<file path="config.mk">
export PLATFORM = sky130hd
export DESIGN_NAME = i2c_reg_slave
export DESIGN_NICKNAME = d
export VERILOG_FILES = /design/src/hw/i2c_pkg.sv /design/src/hw/i2c_reg_slave.sv /design/src/hw/i2c_reg_target.sv /design/src/hw/i2c_byte_serializer.sv
export SDC_FILE = /design/constraint.sdc
export NUM_CORES = 1
export LEC_CHECK = 0
export ABC_AREA = 1
export BUFFER_PORTS_ARGS = -buffer_cell sky130_fd_sc_hd__buf_2
export CAP_MARGIN = 0
export CELL_PAD_IN_SITES_DETAIL_PLACEMENT = 0
export CELL_PAD_IN_SITES_GLOBAL_PLACEMENT = 1
export CORE_ASPECT_RATIO = 1.4
export CORE_MARGIN = 5
export CORE_UTILIZATION = 43
export CTS_CLUSTER_DIAMETER = 80
export DETAILED_ROUTE_END_ITERATION = 7
export PLACE_DENSITY = 0.8
export SYNTH_ARGS = -nofsm -noshare
export SYNTH_HDL_FRONTEND = slang
export SYNTH_SLANG_ARGS = --single-unit
</file>
<file path="constraint.sdc">
create_clock -name clk -period 1.8 [get_ports clk]
set_input_delay 0.09 -clock clk [delete_from_list [all_inputs] [get_ports clk]]
set_output_delay 0.09 -clock clk [all_outputs]
set_load 0.005 [all_outputs]
</file>
<file path="src/hw/i2c_pkg.sv">
// I2C register target shared definitions

`default_nettype none

package i2c_pkg;

	// One byte as it comes off the bus
	typedef logic [7:0] byte_t;

	// Data bits in a frame before the acknowledge clock
	localparam int BITS_PER_BYTE = 8;

	// Bit index of the acknowledge clock within a frame
	localparam int ACK_SLOT = 8;

	// Width of a 7-bit target address
	localparam int ADDR_BITS = 7;

	// Bit-level receiver states
	typedef enum logic [1:0] {
		wait_start,
		wait_scl_low,
		wait_scl_high
	} ser_state_t;

	// Register target transaction states
	typedef enum logic [1:0] {
		idle,
		wait_address,
		wait_byte,
		wait_stop
	} tgt_state_t;

endpackage

`default_nettype wire
</file>
<file path="src/hw/i2c_reg_slave.sv">
// I2C register slave top level

`timescale 1ns/1ns
`default_nettype none

module i2c_reg_slave
	import i2c_pkg::*;
#(
	parameter logic [ADDR_BITS-1:0] I2C_ADDRESS = 7'h2A,
	parameter int BYTES_WIDE = 2,
	parameter logic [BYTES_WIDE*BITS_PER_BYTE-1:0] DEFAULT_VALUE = 16'hBEEF
) (
	input  logic clk,
	input  logic reset,
	input  logic scl,
	input  logic sda_in,
	output logic sda_drive_low,
	output logic [BYTES_WIDE*BITS_PER_BYTE-1:0] reg_out
);

	// Byte stream between bit receiver and register
	logic  start;
	logic  stop;
	logic  wr;
	logic  wr_ack;
	byte_t write_data;

	i2c_byte_serializer i_serializer (
		.clk           (clk),
		.reset         (reset),
		.scl           (scl),
		.sda_in        (sda_in),
		.sda_drive_low (sda_drive_low),
		.start         (start),
		.stop          (stop),
		.write_data    (write_data),
		.wr            (wr),
		.wr_ack        (wr_ack)
	);

	i2c_reg_target #(
		.I2C_ADDRESS   (I2C_ADDRESS),
		.BYTES_WIDE    (BYTES_WIDE),
		.DEFAULT_VALUE (DEFAULT_VALUE)
	) i_target (
		.clk        (clk),
		.reset      (reset),
		.start      (start),
		.stop       (stop),
		.write_data (write_data),
		.wr         (wr),
		.wr_ack     (wr_ack),
		.reg_out    (reg_out)
	);

endmodule

`default_nettype wire

</file>
<file path="src/hw/i2c_reg_target.sv">
// I2C multi-byte register target

`timescale 1ns/1ns
`default_nettype none

module i2c_reg_target
	import i2c_pkg::*;
#(
	parameter logic [ADDR_BITS-1:0] I2C_ADDRESS = 7'h00,
	parameter int BYTES_WIDE = 1,
	parameter logic [BYTES_WIDE*BITS_PER_BYTE-1:0] DEFAULT_VALUE = '0
) (
	input  logic clk,
	input  logic reset,
	input  logic start,
	input  logic stop,
	input  byte_t write_data,
	input  logic wr,
	output logic wr_ack,
	output logic [BYTES_WIDE*BITS_PER_BYTE-1:0] reg_out
);

	localparam int BITS_WIDE = BYTES_WIDE * BITS_PER_BYTE;

	// At least one bit even for a single-byte register
	localparam int COUNT_WIDTH = (BYTES_WIDE > 1) ? $clog2(BYTES_WIDE) : 1;
	localparam logic [COUNT_WIDTH-1:0] LAST_BYTE = COUNT_WIDTH'(BYTES_WIDE - 1);

	tgt_state_t state;

	// Data bytes seen in this transaction
	logic [COUNT_WIDTH-1:0] byte_count;

	// New value builds up here until the stop
	logic [BITS_WIDE-1:0] shadow;
	logic shadow_load;

	// Address byte is the 7-bit address above the R/W bit
	logic addr_match;

	assign addr_match = (write_data[7 -: ADDR_BITS] == I2C_ADDRESS);
	assign shadow_load = (state == wait_byte) && wr && !start;

	always_ff @(posedge clk or posedge reset) begin
		if (reset) begin
			state <= idle;
			byte_count <= '0;
			wr_ack <= 1'b0;
			reg_out <= DEFAULT_VALUE;
		end else if (start) begin
			// Start or repeated start from any state
			state <= wait_address;
			byte_count <= '0;
			wr_ack <= 1'b0;
		end else begin
			case (state)
				idle: begin
					byte_count <= '0;
					wr_ack <= 1'b0;
				end

				wait_address: begin
					if (stop) begin
						state <= idle;
					end else if (wr) begin
						// NACK anything not for us and sit out the rest
						wr_ack <= addr_match;
						state <= addr_match ? wait_byte : idle;
					end
				end

				wait_byte: begin
					// Early stop drops the partial value
					if (stop) begin
						state <= idle;
					end else if (wr) begin
						wr_ack <= 1'b1;
						if (byte_count == LAST_BYTE) begin
							byte_count <= '0;
							state <= wait_stop;
						end else begin
							byte_count <= byte_count + 1'b1;
						end
					end
				end

				wait_stop: begin
					// Extra bytes are ignored
					if (stop) begin
						reg_out <= shadow;
						state <= idle;
					end
				end

				default: begin
					state <= idle;
				end
			endcase
		end
	end

	// First data byte ends up most significant
	always_ff @(posedge clk) begin
		if (shadow_load)
			shadow <= (shadow << BITS_PER_BYTE) | BITS_WIDE'(write_data);
	end

	// Output register moves only on the latch after a stop
	a_reg_out_on_stop: assert property (
		@(posedge clk) disable iff (reset)
		!$stable(reg_out) |-> $past(stop)
	) else $error("reg_out changed without a stop");

endmodule

`default_nettype wire

</file>
<file path="src/hw/i2c_byte_serializer.sv">
// I2C bit receiver and byte serializer

`timescale 1ns/1ns
`default_nettype none

module i2c_byte_serializer
	import i2c_pkg::*;
(
	input  logic  clk,
	input  logic  reset,
	input  logic  scl,
	input  logic  sda_in,
	output logic  sda_drive_low,
	output logic  start,
	output logic  stop,
	output byte_t write_data,
	output logic  wr,
	input  logic  wr_ack
);

	// Two flops per pin, idle bus reads high
	logic [1:0] scl_sync;
	logic [1:0] sda_sync;

	// Synchronized pin levels
	logic scl_s;
	logic sda_s;

	// Last synchronized SDA level for edge detection
	logic prev_sda;
	logic sda_fall;
	logic sda_rise;

	// Position in the current 9-clock frame
	logic [3:0] bit_count;

	// High for the one cycle where a data bit is sampled
	logic data_bit_edge;

	ser_state_t state;

	always_ff @(posedge clk or posedge reset) begin
		if (reset) begin
			scl_sync <= 2'b11;
			sda_sync <= 2'b11;
			prev_sda <= 1'b1;
		end else begin
			scl_sync <= {scl_sync[0], scl};
			sda_sync <= {sda_sync[0], sda_in};
			prev_sda <= sda_s;
		end
	end

	assign scl_s = scl_sync[1];
	assign sda_s = sda_sync[1];

	// SDA moves while SCL is high only for start and stop
	assign sda_fall = prev_sda & ~sda_s;
	assign sda_rise = ~prev_sda & sda_s;

	// Rising SCL outside the acknowledge clock carries data
	assign data_bit_edge = (state == wait_scl_high) && scl_s &&
		(bit_count != 4'(ACK_SLOT));

	always_ff @(posedge clk or posedge reset) begin
		if (reset) begin
			state <= wait_start;
			bit_count <= '0;
			sda_drive_low <= 1'b0;
			start <= 1'b0;
			stop <= 1'b0;
			wr <= 1'b0;
		end else begin
			// Strobes last one cycle
			start <= 1'b0;
			stop <= 1'b0;
			wr <= 1'b0;

			case (state)
				wait_start: begin
					// Bus idle, look for SDA falling under a high SCL
					sda_drive_low <= 1'b0;
					bit_count <= '0;
					if (scl_s && sda_fall) begin
						start <= 1'b1;
						state <= wait_scl_low;
					end
				end

				wait_scl_low: begin
					// SCL high here
					if (!scl_s) begin
						state <= wait_scl_high;
						// Pull SDA ahead of the acknowledge clock so it is settled
						// when SCL rises again
						if (bit_count == 4'(ACK_SLOT))
							sda_drive_low <= wr_ack;
						else
							sda_drive_low <= 1'b0;
					end else if (sda_fall) begin
						// Repeated start, new frame begins with the address
						start <= 1'b1;
						bit_count <= '0;
						sda_drive_low <= 1'b0;
					end else if (sda_rise) begin
						// Stop condition
						stop <= 1'b1;
						sda_drive_low <= 1'b0;
						state <= wait_start;
					end
				end

				wait_scl_high: begin
					// SCL low, the next rise clocks a bit
					if (scl_s) begin
						state <= wait_scl_low;
						if (bit_count == 4'(ACK_SLOT)) begin
							// Acknowledge clock, keep SDA as it is
							bit_count <= '0;
						end else begin
							bit_count <= bit_count + 4'd1;
							// Last data bit completes the byte
							wr <= (bit_count == 4'(BITS_PER_BYTE - 1));
						end
					end
				end

				default: begin
					state <= wait_start;
				end
			endcase
		end
	end

	// MSB first shift register
	always_ff @(posedge clk) begin
		if (data_bit_edge)
			write_data <= {write_data[6:0], sda_s};
	end

	// Start and stop come from opposite SDA edges
	a_start_stop_exclusive: assert property (
		@(posedge clk) disable iff (reset)
		!(start && stop)
	) else $error("start and stop pulsed together");

endmodule

`default_nettype wire

</file>
==> report_table.html <==
<table>
<tr><th>Metric</th><th>Value</th></tr>
<tr><th colspan="2">Detailed routing</th></tr>
<tr><td>Pre-Repair DR Iteration Count</td><td>4</td></tr>
<tr><td>Total vias in the final route</td><td>1464</td></tr>
<tr><td>Number of violations reported at the end of detailed-routing iteration 0</td><td>62</td></tr>
<tr><td>Average detailed-routed wire length per instance</td><td>13.2 µm</td></tr>
<tr><td>Number of design rule violations left after detail routing</td><td>0</td></tr>
<tr><td>Number of vias per cell</td><td>4.85</td></tr>
<tr><td>Total wirelength of the detailed-routed design</td><td>3970 µm</td></tr>
<tr><td>Remaining antenna violation count</td><td>0</td></tr>
<tr><th colspan="2">Logic synthesis</th></tr>
<tr><td>Most frequent cell after synthesis</td><td>sky130_fd_sc_hd__nand2_1</td></tr>
<tr><td>Avg Synthesized Cell Area</td><td>12.6 µm²</td></tr>
<tr><td>Number of nets produced by synthesis</td><td>204</td></tr>
<tr><td>Number of flops mapped to enable cells by yosys</td><td>24</td></tr>
<tr><td>Total of flip-flops plus latches after synthesis</td><td>59</td></tr>
<tr><td>Cell area after synthesis</td><td>0.00242 mm²</td></tr>
<tr><td>Leading cell types by total area after synthesis</td><td>sky130_fd_sc_hd__edfxtp_1 (30%), sky130_fd_sc_hd__dfstp_2 (20%), sky130_fd_sc_hd__dfrtp_1 (18%)</td></tr>
<tr><td>Library cell with the largest summed area after synthesis</td><td>sky130_fd_sc_hd__edfxtp_1</td></tr>
<tr><td>Distinct cells, synth</td><td>22</td></tr>
<tr><td>Register area share after synthesis</td><td>0.668</td></tr>
<tr><td>Instance count of the mapped netlist</td><td>193</td></tr>
<tr><td>Number of warnings reported in the yosys synthesis log</td><td>0</td></tr>
<tr><td>Asr flop ratio synth</td><td>0.593</td></tr>
<tr><td>Synth cell count leaders</td><td>sky130_fd_sc_hd__nand2_1 (35), sky130_fd_sc_hd__edfxtp_1 (24), sky130_fd_sc_hd__inv_1 (23), sky130_fd_sc_hd__dfstp_2 (18), sky130_fd_sc_hd__dfrtp_1 (17)</td></tr>
<tr><td>Area share of the largest cell type after synthesis</td><td>0.298</td></tr>
<tr><td>Most used flip-flop cell after synthesis</td><td>sky130_fd_sc_hd__edfxtp_1</td></tr>
<tr><th colspan="2">Die</th></tr>
<tr><td>Die span in y</td><td>98.8 µm</td></tr>
<tr><td>Die area</td><td>0.00726 mm²</td></tr>
<tr><td>Number of primary I/O pins</td><td>21</td></tr>
<tr><td>FP Rows</td><td>32</td></tr>
<tr><td>Standard cell core area</td><td>0.00549 mm²</td></tr>
<tr><td>Starting density of the core</td><td>0.442</td></tr>
<tr><td>Die Wd</td><td>73.4 µm</td></tr>
<tr><th colspan="2">CTS</th></tr>
<tr><td>H-tree level count</td><td>3</td></tr>
<tr><td>Count of clock tree sinks</td><td>59</td></tr>
<tr><td>CTS Root Buffer Type</td><td>sky130_fd_sc_hd__clkbuf_8</td></tr>
<tr><td>Maximum buffer depth of the clock tree</td><td>2</td></tr>
<tr><td># hold bufs at CTS</td><td>3</td></tr>
<tr><td>Number of setup buffers added after CTS</td><td>0</td></tr>
<tr><td>Worst-skew pair later-pin latency</td><td>340 ps</td></tr>
<tr><td>Total CTS buffers</td><td>9</td></tr>
<tr><td>Number of gates resized after cts</td><td>0</td></tr>
<tr><td>Clock-pin slew reported for the worst setup and hold paths after clock tree synthesis</td><td>80 ps</td></tr>
<tr><td>Clock tree from TritonCTS</td><td>yes</td></tr>
<tr><th colspan="2">Layout</th></tr>
<tr><td>Final cell area excluding filler cells</td><td>0.00282 mm²</td></tr>
<tr><td>Ant. Diodes</td><td>0</td></tr>
<tr><td>Layout overhead on the synthesized area</td><td>16.3%</td></tr>
<tr><td>Final Net Count</td><td>240</td></tr>
<tr><td>Proportion of layout cells with a drive suffix above 1</td><td>0.329</td></tr>
<tr><td>Finished Core Util</td><td>0.514</td></tr>
<tr><th colspan="2">Job</th></tr>
<tr><td>Max Cap Violations</td><td>0</td></tr>
<tr><th colspan="2">Global route</th></tr>
<tr><td>Total overflow reported by the global router</td><td>0</td></tr>
<tr><td>First-pass GRT wire length</td><td>6870 µm</td></tr>
<tr><td>Number of global-route vias before repair</td><td>1507</td></tr>
<tr><td>Overall routing resource usage</td><td>0.127</td></tr>
<tr><td>Antenna violations before repair</td><td>0</td></tr>
<tr><td>Pin count of the biggest net entering global routing</td><td>36</td></tr>
<tr><th colspan="2">STA</th></tr>
<tr><td>Slew at the pin closest to its max-slew limit</td><td>444 ps</td></tr>
<tr><td>Relative slew slack</td><td>0.704</td></tr>
<tr><td>RSZ-0062 raised after global routing</td><td>no</td></tr>
<tr><td>Highest attainable clock frequency</td><td>676 MHz</td></tr>
<tr><td>Tmin final</td><td>1480 ps</td></tr>
<tr><td>Worst clock skew on the final layout</td><td>11.0 ps</td></tr>
<tr><td>Number of setup violations in the final report</td><td>0</td></tr>
<tr><td>Sum Neg Setup Slack</td><td>0 ps</td></tr>
<tr><td>Number of endpoints with negative hold slack in the final report</td><td>0</td></tr>
<tr><td>Period utilisation layout</td><td>0.821</td></tr>
<tr><td>Fin. max-slew vios</td><td>0</td></tr>
<tr><th colspan="2">Power</th></tr>
<tr><td>Pleak</td><td>1.33 nW</td></tr>
<tr><td>Part of the power in the clock network</td><td>0.376</td></tr>
<tr><td>Tot Pwr</td><td>0.00280 W</td></tr>
<tr><td>Maximum vdd ir drop</td><td>0.683 mV</td></tr>
<tr><td>Internal cell power</td><td>0.00205 W</td></tr>
<tr><td>Pwr dens</td><td>995 mW/mm²</td></tr>
<tr><td>Net switching component of the power</td><td>0.000752 W</td></tr>
<tr><td>Sequential group share of total power</td><td>0.533</td></tr>
<tr><td>Comb pwr share</td><td>0.091</td></tr>
<tr><td>Share of total power consumed by net switching</td><td>0.268</td></tr>
<tr><th colspan="2">Critical path</th></tr>
<tr><td>Cells traversed along the worst timing path</td><td>inv_1 &gt; ha_1 &gt; nand2_1 &gt; o21ai_0 &gt; nor2_1 &gt; buf_4</td></tr>
<tr><td>Largest stage delay on the critical path</td><td>410 ps</td></tr>
<tr><td>Worst path required time</td><td>1840 ps</td></tr>
<tr><td>Startpoint kind of the worst setup timing path</td><td>flop</td></tr>
<tr><td>Critical-path cell with the highest stage delay</td><td>sky130_fd_sc_hd__dfrtp_1</td></tr>
<tr><td>Crit Path Max Fanout</td><td>9</td></tr>
<tr><td>Crit path DAT</td><td>1520 ps</td></tr>
<tr><td>Critical path endpoint category</td><td>flop</td></tr>
<tr><td>Worst Path Class, Setup</td><td>flop to flop</td></tr>
<tr><th colspan="2">Placement</th></tr>
<tr><td>Post-placement cell area</td><td>0.00261 mm²</td></tr>
<tr><td>Count of input and output buffers</td><td>20</td></tr>
<tr><td>Estimated wirelength of the detail-placed design</td><td>2740 µm</td></tr>
<tr><td>Last weighted congestion value of the routability-driven placer</td><td>0.829</td></tr>
<tr><th colspan="2">Hold path</th></tr>
<tr><td>HP Class</td><td>flop to flop</td></tr>
<tr><th colspan="2">Status</th></tr>
<tr><td>Result of the run</td><td>complete, no violations</td></tr>
</table>
==> logic make-up (layout without fill, tap and decap cells) <==
logic type / after synthesis / after routing / share of synthesized area
AO/OA/AOI/OAI: 18 / 18 / 0.0372
buffers and inverters: 26 / 67 / 0.0470
multiplexers: 16 / 16 / 0.0899
adder cells (fa/ha/maj): 7 / 7 / 0.0362
flip-flops: 59 / 59 / 0.668
XOR/XNOR: 1 / 1 / 0.00362
AND/OR/NAND/NOR: 66 / 66 / 0.118
==> critical path, delay by kind of cell, from the launching register on <==
kind	cells	cell delay, ps
buffers and inverters	2	270
flip-flops	1	410
AO/OA/AOI/OAI	1	90
adder cells (fa/ha/maj)	1	190
AND/OR/NAND/NOR	2	220
==> layout by cell type (no fill, tap or decap), types with 2 or more instances in the layout <==
cell / count
sky130_fd_sc_hd__ha_1: 7
sky130_fd_sc_hd__inv_2: 2
sky130_fd_sc_hd__nand2_1: 35
sky130_fd_sc_hd__edfxtp_1: 24
sky130_fd_sc_hd__buf_4: 3
sky130_fd_sc_hd__dfstp_2: 18
sky130_fd_sc_hd__mux2_4: 10
sky130_fd_sc_hd__nand3_1: 8
sky130_fd_sc_hd__clkbuf_8: 9
sky130_fd_sc_hd__clkinv_4: 2
sky130_fd_sc_hd__mux2_2: 6
sky130_fd_sc_hd__o21ai_0: 13
sky130_fd_sc_hd__inv_1: 23
sky130_fd_sc_hd__inv_6: 2
sky130_fd_sc_hd__a21oi_1: 4
sky130_fd_sc_hd__dlygate4sd3_1: 3
sky130_fd_sc_hd__nor2_1: 15
sky130_fd_sc_hd__buf_2: 20
sky130_fd_sc_hd__nand4_1: 2
sky130_fd_sc_hd__dfrtp_1: 17
==> sequential cells by signal, summed over array words and instances, names as in the netlist <==
name,flops
i_target.reg_out,16
i_target.shadow,16
i_serializer.write_data,8
i_serializer.bit_count,4
i_serializer.scl_sync,2
i_serializer.sda_sync,2
i_serializer.state,2
i_target.state,2
i_serializer.prev_sda,1
i_serializer.sda_drive_low,1
i_serializer.start,1
i_serializer.stop,1
i_serializer.wr,1
i_target.byte_count,1
i_target.wr_ack,1
==> metal layers <==
metal,vias to the layer above,wire length (µm),share of wire,global-route usage
met4,0,82,0.021,0.0711
met5,-,0,0,0
li1,716,-,-,-
met2,25,2140,0.54,0.220
met1,717,1580,0.40,0.134
met3,6,174,0.044,0.0398
==> final timing paths <==
kind | startpoint | to | slack (ps) | cells past startpoint
setup / recovery | i_serializer.bit_count[0] | i_serializer.write_data[6] | 320 | 6
hold / removal | i_serializer.sda_sync[0] | i_serializer.sda_sync[1] | 360 | 0
setup reg to reg | i_serializer.bit_count[0] | i_serializer.write_data[6] | 320 | 6
hold reg to reg | i_serializer.sda_sync[0] | i_serializer.sda_sync[1] | 360 | 0
max in group asynchronous | reset | i_target.reg_out[15] | 1050 | 4
min in group asynchronous | reset | i_target.reg_out[8] | 390 | 4
==> power by group through the flow <==
stage	sequential, W	combinational (W)	clock [W]
6_report	0.00149	0.000254	0.00105
5_1_grt	0.00150	0.000295	0.00115
4_1_cts	0.00149	0.000258	0.00109
3_5_place_dp	0.00152	0.000252	0
3_3_place_gp	0.00152	0.000252	0
2_1_floorplan	0.00151	0.000192	0
==> cell type report <==
cell class / count / area (µm²)
timing repair buffer: 26 / 153
tap: 68 / 85.1
inverter: 25 / 93.8
sequential: 59 / 1620
clock inverter: 7 / 51.3
clock buffer: 9 / 124
multi-input combinational: 108 / 692
fill: 475 / 2670
==> stage by stage <==
stage / std cells / hold WS [ps] / setup slack, ps
5_1_grt: 302 / 365 / 158
4_1_cts: 302 / 358 / 306
3_3_place_gp: 283 / 196 / 338
6_report: 302 / 357 / 322
2_1_floorplan: 193 / 94.5 / 211
3_5_place_dp: 283 / 197 / 313
Note: power is estimated with default switching activity, not from simulation.
